## src/include/tti_config.svh

```systemverilog
// Build-time sizes for the TTI data path, included by the packages and the RTL
`ifndef TTI_CONFIG_SVH
`define TTI_CONFIG_SVH

// Register and queue word width
`define TTI_DATA_W 32

// Entries per data queue
`define TTI_QUEUE_DEPTH 16

// Register address code width
`define TTI_ADDR_W 4

// Ready threshold field width, one field per queue
`define TTI_THLD_W 8

`endif

```

## src/rtl/tti_csr_pkg.sv

```systemverilog
// Register map of the TTI software port with request, operation and response types
`include "tti_config.svh"

package tti_csr_pkg;

  typedef enum logic [`TTI_ADDR_W-1:0] {
    TX_DATA_PORT    = `TTI_ADDR_W'(0),
    RX_DATA_PORT    = `TTI_ADDR_W'(1),
    QUEUE_THLD_CTRL = `TTI_ADDR_W'(2),
    RESET_CONTROL   = `TTI_ADDR_W'(3),
    QUEUE_STATUS    = `TTI_ADDR_W'(4)
  } csr_addr_e;

  // QUEUE_THLD_CTRL layout
  typedef struct packed {
    logic [`TTI_DATA_W-2*`TTI_THLD_W-1:0] reserved;
    logic [`TTI_THLD_W-1:0]               tx_ready_thld;
    logic [`TTI_THLD_W-1:0]               rx_ready_thld;
  } thld_view_t;

  typedef union packed {
    logic [`TTI_DATA_W-1:0] raw;
    thld_view_t             thld;
  } csr_word_u;

  typedef struct packed {
    logic                   write;
    csr_addr_e              addr;
    logic [`TTI_DATA_W-1:0] wdata;
  } csr_req_t;

  // One bit per operation, exactly one set
  typedef struct packed {
    logic push_tx;
    logic pop_rx;
    logic wr_thld;
    logic rd_thld;
    logic wr_rst;
    logic rd_status;
    logic bad;
  } op_kind_t;

  typedef struct packed {
    op_kind_t  kind;
    csr_word_u wdata;
  } csr_op_t;

  typedef struct packed {
    logic                   err;
    logic [`TTI_DATA_W-1:0] rdata;
  } csr_rsp_t;

endpackage

```

## src/rtl/tti_queue_pkg.sv

```systemverilog
// Data queue entry, depth and status types shared by the queues and their users
`include "tti_config.svh"

package tti_queue_pkg;

  // Count range is 0 to depth inclusive
  localparam int unsigned depth_w = $clog2(`TTI_QUEUE_DEPTH + 1);

  typedef logic [`TTI_DATA_W-1:0] queue_word_t;

  typedef logic [depth_w-1:0] queue_depth_t;

  typedef struct packed {
    queue_depth_t depth;
    logic         empty;
    logic         full;
    logic         ready_thld_trig;
  } queue_status_t;

endpackage

```

## src/rtl/tti_csr_decode.sv

```systemverilog
// Register request stage: takes a request and registers it as a decoded operation
`timescale 1ns/10ps
`include "tti_config.svh"

module tti_csr_decode (
  input  logic                  clk_i,
  input  logic                  rst_i,
  input  logic                  req_valid_i,
  input  tti_csr_pkg::csr_req_t req_i,
  output logic                  req_ready_o,
  output logic                  op_valid_o,
  output tti_csr_pkg::csr_op_t  op_o,
  input  logic                  op_ready_i
);
  import tti_csr_pkg::*;

  logic     op_valid_q;
  csr_op_t  op_q;
  op_kind_t kind_d;

  // Slot is free when empty or drained this cycle
  assign req_ready_o = !op_valid_q || op_ready_i;

  always_comb begin
    kind_d = '0;
    case (req_i.addr)
      TX_DATA_PORT:    kind_d.push_tx   = req_i.write;
      RX_DATA_PORT:    kind_d.pop_rx    = !req_i.write;
      QUEUE_THLD_CTRL: begin
        kind_d.wr_thld = req_i.write;
        kind_d.rd_thld = !req_i.write;
      end
      RESET_CONTROL:   kind_d.wr_rst    = req_i.write;
      QUEUE_STATUS:    kind_d.rd_status = !req_i.write;
      default:         kind_d.bad       = 1'b1;
    endcase
    // Wrong direction on a known code
    if (kind_d == '0) begin
      kind_d.bad = 1'b1;
    end
  end

  always_ff @(posedge clk_i) begin
    if (rst_i) begin
      op_valid_q <= 1'b0;
    end else if (req_ready_o) begin
      op_valid_q <= req_valid_i;
    end
  end

  always_ff @(posedge clk_i) begin
    if (req_valid_i && req_ready_o) begin
      op_q.kind  <= kind_d;
      op_q.wdata <= req_i.wdata;
    end
  end

  assign op_valid_o = op_valid_q;
  assign op_o       = op_q;

endmodule

```

## src/rtl/tti_csr_access.sv

```systemverilog
// Register access stage: runs decoded operations against the queues and returns responses
`timescale 1ns/10ps
`include "tti_config.svh"

module tti_csr_access (
  input  logic                         clk_i,
  input  logic                         rst_i,
  input  logic                         op_valid_i,
  input  tti_csr_pkg::csr_op_t         op_i,
  output logic                         op_ready_o,
  output logic                         rsp_valid_o,
  output tti_csr_pkg::csr_rsp_t        rsp_o,
  input  logic                         rsp_ready_i,
  output logic                         tx_push_o,
  output logic                         tx_flush_o,
  output tti_queue_pkg::queue_word_t   tx_wdata_o,
  input  tti_queue_pkg::queue_status_t tx_status_i,
  output logic                         rx_pop_o,
  output logic                         rx_flush_o,
  input  tti_queue_pkg::queue_word_t   rx_head_i,
  input  tti_queue_pkg::queue_status_t rx_status_i,
  output logic [`TTI_THLD_W-1:0]       tx_thld_o,
  output logic [`TTI_THLD_W-1:0]       rx_thld_o
);
  import tti_csr_pkg::*;

  logic      exec;
  logic      rsp_valid_q;
  csr_rsp_t  rsp_q;
  csr_rsp_t  rsp_d;
  csr_word_u thld_q;
  csr_word_u thld_d;

  // Response slot is free when empty or being taken
  assign op_ready_o = !rsp_valid_q || rsp_ready_i;
  assign exec       = op_valid_i && op_ready_o;

  // Queue strobes fire on the execute edge
  assign tx_push_o  = exec && op_i.kind.push_tx && !tx_status_i.full;
  assign rx_pop_o   = exec && op_i.kind.pop_rx && !rx_status_i.empty;
  assign tx_flush_o = exec && op_i.kind.wr_rst && op_i.wdata.raw[0];
  assign rx_flush_o = exec && op_i.kind.wr_rst && op_i.wdata.raw[1];
  assign tx_wdata_o = op_i.wdata.raw;

  always_comb begin
    rsp_d  = '0;
    thld_d = '0;
    thld_d.thld.rx_ready_thld = op_i.wdata.thld.rx_ready_thld;
    thld_d.thld.tx_ready_thld = op_i.wdata.thld.tx_ready_thld;
    if (op_i.kind.push_tx) begin
      rsp_d.err = tx_status_i.full;
    end
    if (op_i.kind.pop_rx) begin
      rsp_d.err   = rx_status_i.empty;
      rsp_d.rdata = rx_status_i.empty ? '0 : rx_head_i;
    end
    if (op_i.kind.rd_thld) begin
      rsp_d.rdata = thld_q.raw;
    end
    if (op_i.kind.rd_status) begin
      rsp_d.rdata[7:0]  = 8'(rx_status_i.depth);
      rsp_d.rdata[15:8] = 8'(tx_status_i.depth);
      rsp_d.rdata[16]   = rx_status_i.empty;
      rsp_d.rdata[17]   = tx_status_i.full;
    end
    if (op_i.kind.bad) begin
      rsp_d.err = 1'b1;
    end
  end

  always_ff @(posedge clk_i) begin
    if (rst_i) begin
      thld_q <= '0;
    end else if (exec && op_i.kind.wr_thld) begin
      thld_q <= thld_d;
    end
  end

  always_ff @(posedge clk_i) begin
    if (rst_i) begin
      rsp_valid_q <= 1'b0;
    end else if (op_ready_o) begin
      rsp_valid_q <= op_valid_i;
    end
  end

  // Held while the response waits
  always_ff @(posedge clk_i) begin
    if (exec) begin
      rsp_q <= rsp_d;
    end
  end

  assign rsp_valid_o = rsp_valid_q;
  assign rsp_o       = rsp_q;
  assign tx_thld_o   = thld_q.thld.tx_ready_thld;
  assign rx_thld_o   = thld_q.thld.rx_ready_thld;

endmodule

```

## src/rtl/tti_queue.sv

```systemverilog
// First-word-fall-through data queue with flush and ready threshold, used for TX and RX
`timescale 1ns/10ps
`include "tti_config.svh"

module tti_queue (
  input  logic                         clk_i,
  input  logic                         rst_i,
  input  logic                         push_i,
  input  tti_queue_pkg::queue_word_t   wdata_i,
  input  logic                         pop_i,
  output tti_queue_pkg::queue_word_t   rdata_o,
  input  logic                         flush_i,
  input  logic [`TTI_THLD_W-1:0]       thld_i,
  output tti_queue_pkg::queue_status_t status_o
);
  import tti_queue_pkg::*;

  localparam int unsigned ptr_w = $clog2(`TTI_QUEUE_DEPTH);
  localparam logic [ptr_w-1:0] last_ptr = ptr_w'(`TTI_QUEUE_DEPTH - 1);

  queue_word_t              mem [`TTI_QUEUE_DEPTH];
  logic [ptr_w-1:0]         wr_ptr_q;
  logic [ptr_w-1:0]         rd_ptr_q;
  queue_depth_t             depth_q;
  logic                     empty;
  logic                     full;
  logic                     do_push;
  logic                     do_pop;
  logic [`TTI_THLD_W-1:0]   depth_ext;

  assign empty = (depth_q == '0);
  assign full  = (depth_q == queue_depth_t'(`TTI_QUEUE_DEPTH));

  // Flush wins over both ports
  assign do_push = push_i && !full && !flush_i;
  assign do_pop  = pop_i && !empty && !flush_i;

  always_ff @(posedge clk_i) begin
    if (rst_i || flush_i) begin
      wr_ptr_q <= '0;
      rd_ptr_q <= '0;
      depth_q  <= '0;
    end else begin
      if (do_push) begin
        wr_ptr_q <= (wr_ptr_q == last_ptr) ? '0 : wr_ptr_q + 1'b1;
      end
      if (do_pop) begin
        rd_ptr_q <= (rd_ptr_q == last_ptr) ? '0 : rd_ptr_q + 1'b1;
      end
      case ({do_push, do_pop})
        2'b10:   depth_q <= depth_q + 1'b1;
        2'b01:   depth_q <= depth_q - 1'b1;
        default: depth_q <= depth_q;
      endcase
    end
  end

  always_ff @(posedge clk_i) begin
    if (do_push) begin
      mem[wr_ptr_q] <= wdata_i;
    end
  end

  // Head word is visible without a pop
  assign rdata_o = mem[rd_ptr_q];

  assign depth_ext = {{(`TTI_THLD_W - depth_w){1'b0}}, depth_q};

  assign status_o.depth           = depth_q;
  assign status_o.empty           = empty;
  assign status_o.full            = full;
  assign status_o.ready_thld_trig = (thld_i != '0) && (depth_ext >= thld_i);

endmodule

```

## src/rtl/tti_top.sv

```systemverilog
// TTI data path top: register port pipeline plus TX and RX data queues for the controller
`timescale 1ns/10ps
`include "tti_config.svh"

module tti_top (
  input  logic                         clk_i,
  input  logic                         rst_i,
  input  logic                         csr_req_valid_i,
  input  tti_csr_pkg::csr_req_t        csr_req_i,
  output logic                         csr_req_ready_o,
  output logic                         csr_rsp_valid_o,
  output tti_csr_pkg::csr_rsp_t        csr_rsp_o,
  input  logic                         csr_rsp_ready_i,
  output logic                         tx_rvalid_o,
  input  logic                         tx_rready_i,
  output tti_queue_pkg::queue_word_t   tx_rdata_o,
  input  logic                         rx_wvalid_i,
  output logic                         rx_wready_o,
  input  tti_queue_pkg::queue_word_t   rx_wdata_i,
  output tti_queue_pkg::queue_status_t tx_status_o,
  output tti_queue_pkg::queue_status_t rx_status_o
);
  import tti_csr_pkg::*;
  import tti_queue_pkg::*;

  logic                   op_valid;
  logic                   op_ready;
  csr_op_t                op;
  logic                   tx_push;
  logic                   tx_flush;
  queue_word_t            tx_wdata;
  logic                   rx_pop;
  logic                   rx_flush;
  queue_word_t            rx_head;
  logic [`TTI_THLD_W-1:0] tx_thld;
  logic [`TTI_THLD_W-1:0] rx_thld;

  tti_csr_decode u_decode (
    .clk_i       (clk_i),
    .rst_i       (rst_i),
    .req_valid_i (csr_req_valid_i),
    .req_i       (csr_req_i),
    .req_ready_o (csr_req_ready_o),
    .op_valid_o  (op_valid),
    .op_o        (op),
    .op_ready_i  (op_ready)
  );

  tti_csr_access u_access (
    .clk_i       (clk_i),
    .rst_i       (rst_i),
    .op_valid_i  (op_valid),
    .op_i        (op),
    .op_ready_o  (op_ready),
    .rsp_valid_o (csr_rsp_valid_o),
    .rsp_o       (csr_rsp_o),
    .rsp_ready_i (csr_rsp_ready_i),
    .tx_push_o   (tx_push),
    .tx_flush_o  (tx_flush),
    .tx_wdata_o  (tx_wdata),
    .tx_status_i (tx_status_o),
    .rx_pop_o    (rx_pop),
    .rx_flush_o  (rx_flush),
    .rx_head_i   (rx_head),
    .rx_status_i (rx_status_o),
    .tx_thld_o   (tx_thld),
    .rx_thld_o   (rx_thld)
  );

  // Software pushes, controller pops
  tti_queue u_tx_queue (
    .clk_i    (clk_i),
    .rst_i    (rst_i),
    .push_i   (tx_push),
    .wdata_i  (tx_wdata),
    .pop_i    (tx_rready_i),
    .rdata_o  (tx_rdata_o),
    .flush_i  (tx_flush),
    .thld_i   (tx_thld),
    .status_o (tx_status_o)
  );

  // Controller pushes, software pops
  tti_queue u_rx_queue (
    .clk_i    (clk_i),
    .rst_i    (rst_i),
    .push_i   (rx_wvalid_i),
    .wdata_i  (rx_wdata_i),
    .pop_i    (rx_pop),
    .rdata_o  (rx_head),
    .flush_i  (rx_flush),
    .thld_i   (rx_thld),
    .status_o (rx_status_o)
  );

  assign tx_rvalid_o = !tx_status_o.empty;
  assign rx_wready_o = !rx_status_o.full;

endmodule

```

## config.mk

```make
export PLATFORM = sky130hd
export DESIGN_NAME = tti_top
export DESIGN_NICKNAME = d
export VERILOG_FILES = /design/src/rtl/tti_csr_pkg.sv /design/src/rtl/tti_queue_pkg.sv /design/src/rtl/tti_csr_decode.sv /design/src/rtl/tti_csr_access.sv /design/src/rtl/tti_queue.sv /design/src/rtl/tti_top.sv
export VERILOG_INCLUDE_DIRS = /design/src /design/src/include
export SDC_FILE = /design/constraint.sdc
export NUM_CORES = 1
export LEC_CHECK = 0
export BUFFER_PORTS_ARGS = -buffer_cell sky130_fd_sc_hd__buf_2
export CAP_MARGIN = 15
export CORE_ASPECT_RATIO = 0.6
export CORE_MARGIN = 5
export CORE_UTILIZATION = 30
export CTS_CLUSTER_SIZE = 16
export DETAILED_ROUTE_END_ITERATION = 10
export GPL_ROUTABILITY_DRIVEN = 0
export MAX_ROUTING_LAYER = met4
export SETUP_SLACK_MARGIN = 0.15
export SLEW_MARGIN = 30
export SYNTH_ARGS = -nofsm -noshare
export SYNTH_HDL_FRONTEND = slang
export SYNTH_SLANG_ARGS = --single-unit
```

## constraint.sdc

```tcl
create_clock -name clk_i -period 6.6 [get_ports clk_i]
set_clock_uncertainty 0.05 [all_clocks]
set_input_delay 1.32 -clock clk_i [delete_from_list [all_inputs] [get_ports clk_i]]
set_output_delay 1.32 -clock clk_i [all_outputs]
set_load 0.03 [all_outputs]
```

==> summary.md, run 1 <==
| Metric | Value |
|---|---|
| Status | `finished, final reports clean` |
| Root Driver | `clkbuf_16` |
| Sequential cell area | `34000 sq um` |
| Crit path time final | `4.77 ns` |
| Combinational family with the most area after synthesis | `multiplexers` |
| Overall routing resource usage | `0.136` |
| # rows | `108` |
| Skew-Pair Late Insertion Delay | `0.69 ns` |
| Multi-input logic area | `9540 sq um` |
| Fin area | `roughly 50000 sq um` |
| Placed cell area | `47100 sq um` |
| CTS Sinks | `1148` |
| CP Max Fanout | `51` |
| Crit start category | `flop` |
| Period utilization | `0.723` |
| Cell Pwr Density | `298 nW/um^2` |
| FF+latch count, synth | `between 1000 and 1500` |
| Worst Hold Class | `reg2reg` |
| Slew Limit Headroom | `0.406` |
| Via/cell ratio | `between 4 and 5` |
| First-pass GRT wire length | `152000 um` |
| TritonCTS Buffers | `113` |
| Crit path max-delay family | `multiplexers` |
| WP data required | `5.23 ns` |
| Internal power | `0.0120 W` |
| Non-filler instance count after layout | `4233` |
| Max-slew violations | `0` |
| Unrepaired setup endpoints after global routing | `no` |
| Die width | `504 um` |
| Remaining DRCs | `0` |
| Crit path largest cell delay | `0.86 ns` |
| Hold buffer count at CTS | `0` |
| Routed Wire Length | `105000 um` |
| Static leakage | `15.5 nW` |
| Dpl cells | `4019` |
| Adder-cell area share of the yosys netlist | `0.00740` |
| Htree depth | `3` |
| Die Footprint | `approximately 150000 sq um` |
| Nets | `2310` |
| Starting Density | `0.303` |
| DRT Pass-1 Iters | `5` |
| Setup TNS | `0 ns` |
| Peak supply drop | `198 uV` |
| Post-DP HPWL | `61600 um` |
| Critical Path Sink Type | `primary output` |
| Clk network pwr share | `0.415` |
| Synth Area in Simple Gates | `0.0222` |
| Layout cell share with drive strength beyond 1 | `0.299` |
| Power, Total | `0.0151 W` |
| Mapped Cells | `2004` |
| P_sw | `between 0.003 and 0.004 W` |
| Via count | `20900` |
| Core region area | `145000 sq um` |
| IO Port Bufs | `159` |
| Post-synth top flop | `edfxtp_1` |
| Resized Gates After CTS | `0` |
| Vias in the first global route | `21500` |
| WP data arrival | `3.40 ns` |
| XOR/XNOR Fraction of Synth Area | `0.00239` |
| Iter 0 DRT Violations | `1907` |
| Buf/Inv on CP | `2` |
| DR WL/cell | `24.8 um` |
| Post-route ant nets | `0` |
| Clock Tree Buf Depth | `3` |
| Post-Syn Area | `44000 sq um` |
| Clk slew on worst S/H paths | `0.06 ns` |
| Most Frequent Cell on Critical Path | `mux4_2` |
| Post-CTS Setup Inserts | `0` |
| Number of distinct library cells after synthesis | `63` |
| Crit-path slowest cell | `dfxtp_4` |
| FILL cells | `13300` |
| Worst-Margin Slew | `about 0.9 ns` |
| Syn_nets | `2105` |
| Reg power frac | `0.540` |
| Switching share of power | `0.207` |
| Max-Cap Viols | `0` |
| Comb pwr share | `0.045` |
| Overflow after GRT | `0` |
| CTS tree | `done` |
| Compound-gate portion of the synthesized area | `0.0205` |
| Ys Warns | `0` |
| Area growth from synthesis to layout | `15.4%` |
| Post-synth EDFFs | `1096` |
| Asr flop ratio synth | `0` |
| Cell Chain, Critical Path | `buf_4 > mux4_2 > mux4_2 > buf_2` |
| Final hold violation count | `0` |
| Die Ht | `307 um` |
| Pin count of the biggest net entering global routing | `87` |
| Initial antenna violation count | `17` |
| Register area share after synthesis | `0.772` |
| Syn Area/Cell | `21.9 sq um` |
| Final setup violating endpoints | `0` |
| # IOs | `160` |
| FMAX | `~210 MHz` |
| Multiplexer share of the synthesized area | `0.162` |
| Critical setup path kind | `reg2out` |
==> area by class of cell <==
type / instances / area share
Clock buffer: 140 / 0.0602
Clock inverter: 63 / 0.0110
Inverter: 31 / 0.00229
Sequential cell: 1148 / 0.669
Timing Repair Buffer: 190 / 0.0217
Antenna cell: 11 / 0.000542
Multi-Input combinational cell: 725 / 0.188
Tap cell: 1925 / 0.0474
==> layout by cell type (no fill, tap or decap), drive strengths merged, types with 10 or more instances in the layout <==
master	synthesis	routed
diode	0	11
and2	22	22
nand2	55	55
bufinv	0	10
inv	31	31
buf	52	190
and3	14	14
ha	26	26
mux2i	64	64
o21ai	25	25
nor3	14	14
dfxtp	52	52
nand3	11	11
mux2	17	17
edfxtp	1096	1096
a21oi	38	38
o22ai	17	17
clkbuf	48	140
mux4	280	280
nor2	32	32
a22oi	10	10
clkinv	0	51
==> through the flow <==
stage	util	hold slack, ns	worst slack [ns]
6_report	0.350	0.413	1.83
5_1_grt	0.350	0.430	1.72
4_1_cts	0.350	0.417	1.76
3_5_place_dp	0.325	0.409	2.03
3_3_place_gp	0.324	0.409	2.01
2_1_floorplan	-	0.386	1.49
==> layer usage <==
metal,up-vias,part of all wire,track usage
li1,8810,-,-
met1,11200,0.43,0.178
met2,665,0.49,0.220
met3,196,0.050,0.0223
met4,0,0.030,0.0439
met5,-,0,-
==> synthesized netlist by cell type, types with 22 or more instances <==
cell      instances  area [sq um]
inv_1            30           113
mux2i_1          64           641
a21oi_1          38           190
buf_2            38           190
edfxtp_1       1096         32900
and2_1           22           138
mux4_2          280          6310
clkbuf_1         47           176
ha_1             26           325
nand2_1          55           206
nor2_1           30           113
dfxtp_1          52          1040
o21ai_0          22           110
==> worst paths after layout <==
check	from	end	slack [ns]	depth (start not counted)
max	flop	tx_rdata_o[11]	1.83	4
min	u_access.thld_q[3]$_SDFFE_PP0P_	u_access.thld_q[3]$_SDFFE_PP0P_	0.41	2
max reg2reg	u_decode.op_o[0]$_DFFE_PP_	u_tx_queue.depth_q[4]$_SDFFE_PP0P_	2.97	12
min reg2reg	u_access.thld_q[3]$_SDFFE_PP0P_	u_access.thld_q[3]$_SDFFE_PP0P_	0.41	2
==> cell families (layout without fill, tap and decap cells) <==
family | after synthesis | in the layout
AOI/OAI and AO/OA | 135 | 135
xor gates and xnor gates | 12 | 12
adders and majority gates | 26 | 26
buffers and inverters | 131 | 424
DFF | 1148 | 1148
muxes | 361 | 361
other | 0 | 11
and+or+nand+nor | 191 | 191
==> sequential cells by signal, indices dropped and copies added, names as in the netlist, named ones only <==
register,flops
u_decode.op_valid_o,1
u_tx_queue.wr_ptr_q,4
u_tx_queue.depth_q,5
u_rx_queue.wr_ptr_q,4
u_rx_queue.mem,512
u_access.thld_q,16
u_rx_queue.rd_ptr_q,4
u_rx_queue.depth_q,5
u_access.rsp_valid_o,1
u_decode.op_o,39
u_tx_queue.rd_ptr_q,4
u_access.rsp_o,33
u_tx_queue.mem,512
==> power by group through the flow <==
stage	combinational (W)	clock [W]	sequential, W
floorplan	0.000440	0	0.00828
global placement	0.000657	0	0.00831
detailed placement	0.000690	0	0.00831
CTS	0.000692	0.00640	0.00816
global route	0.000726	0.00672	0.00816
finish	0.000679	0.00627	0.00816
==> worst min-delay path, delay by kind of cell, from the launching register on <==
family          cells  cell delay [ns]
flops               1             0.31
simple gates        1             0.05
compound gates      1             0.05
Note: power is estimated with default switching activity, not from simulation.
==> run 2: changes to the inputs <==
Settings changed: ABC_AREA set to 1.
Clock period 6.6 ns to 4 ns, I/O delays scaled along.
==> summary.md, run 2 <==
| Metric | Value |
|---|---|
| Post-synth top flop | `edfxtp_1` |
| Post-Syn Area | `45400 sq um` |
| FMAX | `273 MHz` |
| Crit path time final | `3.67 ns` |
| Number of distinct library cells after synthesis | `36` |
| Clk network pwr share | `0.382` |
| Post-route ant nets | `0` |
| IO Port Bufs | `159` |
| Cell Chain, Critical Path | `buf_16 > o21ai_0 > o221ai_1 > o211ai_1 > nand2_1 > buf_2` |
| Period utilization | `0.917` |
| Via/cell ratio | `approximately 5` |
| XOR/XNOR Fraction of Synth Area | `0.00174` |
| Worst-Margin Slew | `0.956 ns` |
| Syn Area/Cell | `13.0 sq um` |
| Switching share of power | `0.276` |
| Internal power | `0.0209 W` |
| Initial antenna violation count | `17` |
| Layout cell share with drive strength beyond 1 | `0.128` |
| Post-synth top area share | `0.725` |
| CTS tree | `done` |
| Yosys top cell by area | `edfxtp_1` |
| Multiplexer share of the synthesized area | `0` |
| TritonCTS Buffers | `111` |
| Vias in the first global route | `26900` |
| Non-filler instance count after layout | `around 5800` |
| Via count | `around 29000` |
| Max-Cap Viols | `0` |
| Root Driver | `clkbuf_16` |
| Routed Wire Length | `around 120000 um` |
| Status | `finished, final reports clean` |
| Critical Path Sink Type | `primary output` |
| Dpl cells | `~5500` |
| Die width | `512 um` |
| Reg2Reg Setup Slack | `~0.97 ns` |
| Nets | `3739` |
| Comb pwr share | `0.146` |
| Htree depth | `3` |
| Buf/Inv on CP | `2` |
| Synth Area in Simple Gates | `0.0943` |
| # rows | `110` |
| WP data arrival | `2.82 ns` |
| Final setup violating endpoints | `0` |
| Reg power frac | `0.472` |
| Overall routing resource usage | `0.154` |
| Pre-CTS WS | `0.625 ns` |
| Fin area | `52900 sq um` |
| Post-synth EDFFs | `1096` |
| Die Ht | `311 um` |
| Worst Hold Class | `in2reg` |
| Synth cell count leaders | `edfxtp_1 (1096), nor2_1 (614), o21ai_0 (500), nand2_1 (269), nand3_1 (149)` |
| Final setup margin | `0.333 ns` |
| Cell Pwr Density | `545 nW/um^2` |
| DRT Pass-1 Iters | `7` |
| Slew Limit Headroom | `0.362` |
| Iter 0 DRT Violations | `3106` |
| Remaining DRCs | `0` |
| Crit path max-delay family | `compound AO/OA/AOI/OAI gates` |
| Max-slew violations | `0` |
| Unrepaired setup endpoints after global routing | `no` |
| Compound-gate portion of the synthesized area | `0.114` |
| Register area share after synthesis | `0.748` |
| Most frequent cells in the layout | `edfxtp_1 (1096), nor2_1 (597), o21ai_0 (500), nand2_1 (268), buf_2 (159)` |
| Setup TNS | `0 ns` |
| Clk slew on worst S/H paths | `0.06 ns` |
| Cell with the most instances after synthesis | `edfxtp_1` |
| Adder-cell area share of the yosys netlist | `0.00717` |
| Commonest non-fill, non-tap cell in the layout | `edfxtp_1` |
| Crit-path slowest cell | `dfxtp_4` |
| Peak supply drop | `around 360 uV` |
| Skew-Pair Late Insertion Delay | `0.72 ns` |
| Clock Tree Buf Depth | `3` |
| Syn_nets | `between 3000 and 4000` |
| Synth top area cells | `edfxtp_1 (73%), o21ai_0 (5.5%), nor2_1 (5.1%), dfxtp_1 (2.3%), nand2_1 (2.2%)` |
| CP Max Fanout | `125` |
| Starting Density | `0.302` |
| Overflow after GRT | `0` |
| Die Footprint | `159000 sq um` |
| # IOs | `160` |
| Mapped Cells | `roughly 3500` |
| Asr flop ratio synth | `0` |
| P_sw | `0.00795 W` |
| Ys Warns | `0` |
| Combinational family with the most area after synthesis | `compound AO/OA/AOI/OAI gates` |
| WP data required | `3.15 ns` |
| Static leakage | `17.6 nW` |
| CTS Sinks | `about 1100` |
| DR WL/cell | `21.6 um` |
| First-pass GRT wire length | `183000 um` |
| Area growth from synthesis to layout | `16.5%` |
| Critical setup path kind | `reg2out` |
| Final hold violation count | `0` |
| Crit start category | `flop` |
| Crit path largest cell delay | `0.52 ns` |
| FF+latch count, synth | `roughly 1100` |
| Placed cell area | `49000 sq um` |
| Pin count of the biggest net entering global routing | `126` |
| Core region area | `150000 sq um` |
| Post-DP HPWL | `75800 um` |
[run 2: cell types whose count changed in the layout (fill, tap and decap cells not counted), sizes merged, moves of 64 or more]
cell    before  now
inv         31  140
mux2i       64    0
o21ai       25  528
o211ai       1  106
nand2       55  270
o221ai       2   98
nand3       11  150
nor2        32  614
mux4       280    0
[run 2: timing repair]
action / in CTS / in global routing
endpoints found under the setup margin: 0 / 1
hold buffers: 0 / 0
setup buffers: 0 / 0
resized for setup: 0 / 2
[run 2: cell type report]
class / instances / area, sq um
Multi-Input combinational cell: 1990 / 10200
Sequential cell: 1148 / 34000
Timing Repair Buffer: 250 / 1870
Antenna cell: 11 / 27.5
Fill cell: 14300 / 97300
Clock inverter: 88 / 975
Inverter: 137 / 531
Clock buffer: 122 / 2840
Tap cell: 2016 / 2520
[run 2: final timing paths]
kind	startpoint	end	cells after the start
worst max-delay path	flop	tx_rdata_o[8]	6
worst min-delay path	csr_req_i[4]	u_decode.op_o[4]$_DFFE_PP_	1
worst max register to register	u_rx_queue.depth_q[0]$_SDFFE_PP0P_	u_rx_queue.mem[8][2]$_DFFE_PP_	7
worst min register to register	u_access.thld_q[4]$_SDFFE_PP0P_	u_access.thld_q[4]$_SDFFE_PP0P_	2
[run 2: cells by family after synthesis]
kind of cell | count (synthesis)
flip-flops | 1148
AND/OR/NAND/NOR | 1071
AO/OA/AOI/OAI | 884
buffers and inverters | 359
adder cells (fa/ha/maj) | 26
XOR/XNOR | 9
[run 2: stage by stage]
step	util	total power, W	hold slack [ns]
2_1_floorplan	-	0.0165	0.410
3_3_place_gp	0.326	0.0180	0.438
3_5_place_dp	0.326	0.0181	0.449
4_1_cts	0.352	0.0290	0.150
5_1_grt	0.352	0.0299	0.163
6_report	0.352	0.0288	0.208
[run 2: layer usage]
layer  vias to the layer above  track usage  part of all wire
met5                         -            -                 0
met4                         0       0.0388             0.026
met3                       168       0.0280             0.070
met2                      1049        0.215              0.42
met1                     14400        0.231              0.48
li1                      13200            -                 -
[run 2: worst register-to-register path, stage by stage (launching register included)]
cell and delay, ns:
dfxtp_1 0.47, inv_1 0.15, nand4_1 0.36, nand3_2 0.30, inv_1 0.28, nand2_1 0.30
nor2_4 0.54, buf_12 0.25
[run 2: power by group through the flow]
stage	registers (W)	logic, W	clock network, W
floorplan	0.0138	0.00269	0
global placement	0.0139	0.00418	0
detailed placement	0.0139	0.00420	0
CTS	0.0136	0.00422	0.0112
global route	0.0136	0.00457	0.0117
finish	0.0136	0.00420	0.0110
==> run 3: changes to the inputs <==
==> constraint.sdc (replaced) <==
create_clock -name clk_i -period 4 [get_ports clk_i]
set_clock_uncertainty 0.05 [all_clocks]
set_input_delay 0.2 -clock clk_i [delete_from_list [all_inputs] [get_ports clk_i]]
set_output_delay 0.2 -clock clk_i [all_outputs]
set_load 0.03 [all_outputs]
==> summary.md, run 3 (synthesis gave the netlist of run 2 again) <==
| Metric | Value |
|---|---|
| Final setup violating endpoints | `0` |
| Max-Cap Viols | `0` |
| Root Driver | `clkbuf_16` |
| Via count | `slightly below 30000` |
| Iter 0 DRT Violations | `3428` |
| Setup TNS | `0 ns` |
| Reg2Reg Setup Slack | `0.77 ns` |
| Min Hold Slack | `0.0498 ns` |
| Die Footprint | `159000 sq um` |
| Layout cell share with drive strength beyond 1 | `0.118` |
| CTS Sinks | `1148` |
| Initial antenna violation count | `16` |
| CTS tree | `done` |
| First-pass GRT wire length | `189000 um` |
| WP data required | `3.75 ns` |
| R2R Path End | `u_rx_queue.mem[1][15]$_DFFE_PP_` |
| Crit path time final | `3.35 ns` |
| Post-DP HPWL | `72100 um` |
| DRT Pass-1 Iters | `6` |
| Status | `finished, final reports clean` |
| CP Max Fanout | `170` |
| Unrepaired setup endpoints after global routing | `no` |
| Period utilization | `0.838` |
| Routed Wire Length | `129000 um` |
| Placed cell area | `48700 sq um` |
| Starting Density | `0.302` |
| FMAX | `between 200 and 300 MHz` |
| Hold_sp | `csr_rsp_ready_i` |
| Pin count of the biggest net entering global routing | `185` |
| Most frequent cells in the layout | `edfxtp_1 (1096), nor2_1 (597), o21ai_0 (500), nand2_1 (269), buf_2 (159)` |
| Nets | `3806` |
| Area growth from synthesis to layout | `16.7%` |
| Fin area | `52900 sq um` |
| Post-CTS Setup Inserts | `0` |
| Remaining DRCs | `0` |
| Clock Tree Buf Depth | `3` |
| Commonest non-fill, non-tap cell in the layout | `edfxtp_1` |
| DR WL/cell | `22.1 um` |
| RR Startpoint | `u_decode.op_o[1]$_DFFE_PP_` |
| Htree depth | `3` |
| Reg2reg path depth | `6` |
| WP data arrival | `3.10 ns` |
| Worst Hold Path EP | `u_access.rsp_o[0]$_DFFE_PN_` |
| # IOs | `160` |
| Static leakage | `17.6 nW` |
| Skew-Pair Late Insertion Delay | `0.71 ns` |
| Critical setup path kind | `reg2out` |
| Max-slew violations | `0` |
| Post-route ant nets | `0` |
| Peak supply drop | `approximately 420 uV` |
| Slew Limit Headroom | `0.328` |
| Via/cell ratio | `~5` |
| WHS Path Cells | `3` |
| TritonCTS Buffers | `110` |
| Die Ht | `311 um` |
| Core region area | `150000 sq um` |
| # rows | `110` |
| Overflow after GRT | `0` |
| Crit start category | `flop` |
| Worst Hold Class | `in2reg` |
| Cell Pwr Density | `526 nW/um^2` |
| IO Port Bufs | `159` |
| Final hold violation count | `0` |
| Vias in the first global route | `27400` |
| Die width | `512 um` |
| Worst-Margin Slew | `1.01 ns` |
| Critical Path Sink Type | `primary output` |
| Overall routing resource usage | `0.160` |
| Clk slew on worst S/H paths | `0.06 ns` |
[run 3: cell types whose count changed in the layout (fill, tap and decap cells not counted), sizes merged]
cell	change
buf	-12
bufinv	-13
clkbuf	+14
clkinvlp	-4
diode	-2
dlygate4sd3	+80
inv	-3
[run 3: area by class of cell]
type                            instances  area (sq um)
Fill cell                           14300         97200
Sequential cell                      1148         34000
Multi-Input combinational cell       1990         10100
Clock buffer                          136          2940
Tap cell                             2016          2520
Timing Repair Buffer                  318          2390
Inverter                              137           533
Clock inverter                         68           500
Antenna cell                            9          22.5
[run 3: per-stage QoR]
stage	utilization	setup slack, ns	cells	power, W
2_1_floorplan	-	-0.730	3497	0.0165
3_3_place_gp	0.324	0.885	5529	0.0179
3_5_place_dp	0.324	0.794	5529	0.0180
4_1_cts	0.352	0.605	5813	0.0280
5_1_grt	0.353	0.396	5820	0.0289
6_report	0.353	0.647	5822	0.0278
[run 3: per-layer routing]
layer	vias up	track usage	share of wire
li1	13300	-	-
met1	14600	0.237	0.47
met2	1118	0.226	0.43
met3	151	0.0265	0.074
met4	0	0.0452	0.026
met5	-	-	0
[run 3: power breakdown]
group / leakage (nW) / switching [W] / internal (W)
Combinational: 5.52 / 0.00300 / 0.00113
Sequential: 10.4 / 0.000283 / 0.0134
Clock: 1.70 / 0.00448 / 0.00558
[run 3: what timing repair did]
action                    in CTS  in global routing
hold endpoints to repair     562                  0
hold buffers                  80                  0
resized for setup              0                  0
[run 3: critical path, cell delays in order (launching register included)]
cell and delay, ns:
dfxtp_4 0.63, buf_12 0.50, o21ai_0 0.20, o221ai_1 0.26, nand3_1 0.11, nand2_1 0.20
buf_2 0.24
[run 3: how the worst max path moves through the flow]
stage | slack [ns] | startpoint | to | depth (start not counted)
floorplan | -0.73 | u_access.rsp_valid_o$_SDFFE_PP0P_ | u_tx_queue.mem[0][0]$_DFFE_PP_ | 4
global placement | 0.88 | u_decode.op_o[1]$_DFFE_PP_ | u_rx_queue.mem[1][31]$_DFFE_PP_ | 6
detailed placement | 0.79 | u_decode.op_o[1]$_DFFE_PP_ | u_rx_queue.mem[1][15]$_DFFE_PP_ | 6
CTS | 0.60 | flop | tx_rdata_o[6] | 7
global route | 0.40 | flop | tx_rdata_o[8] | 6
finish | 0.65 | flop | tx_rdata_o[5] | 6
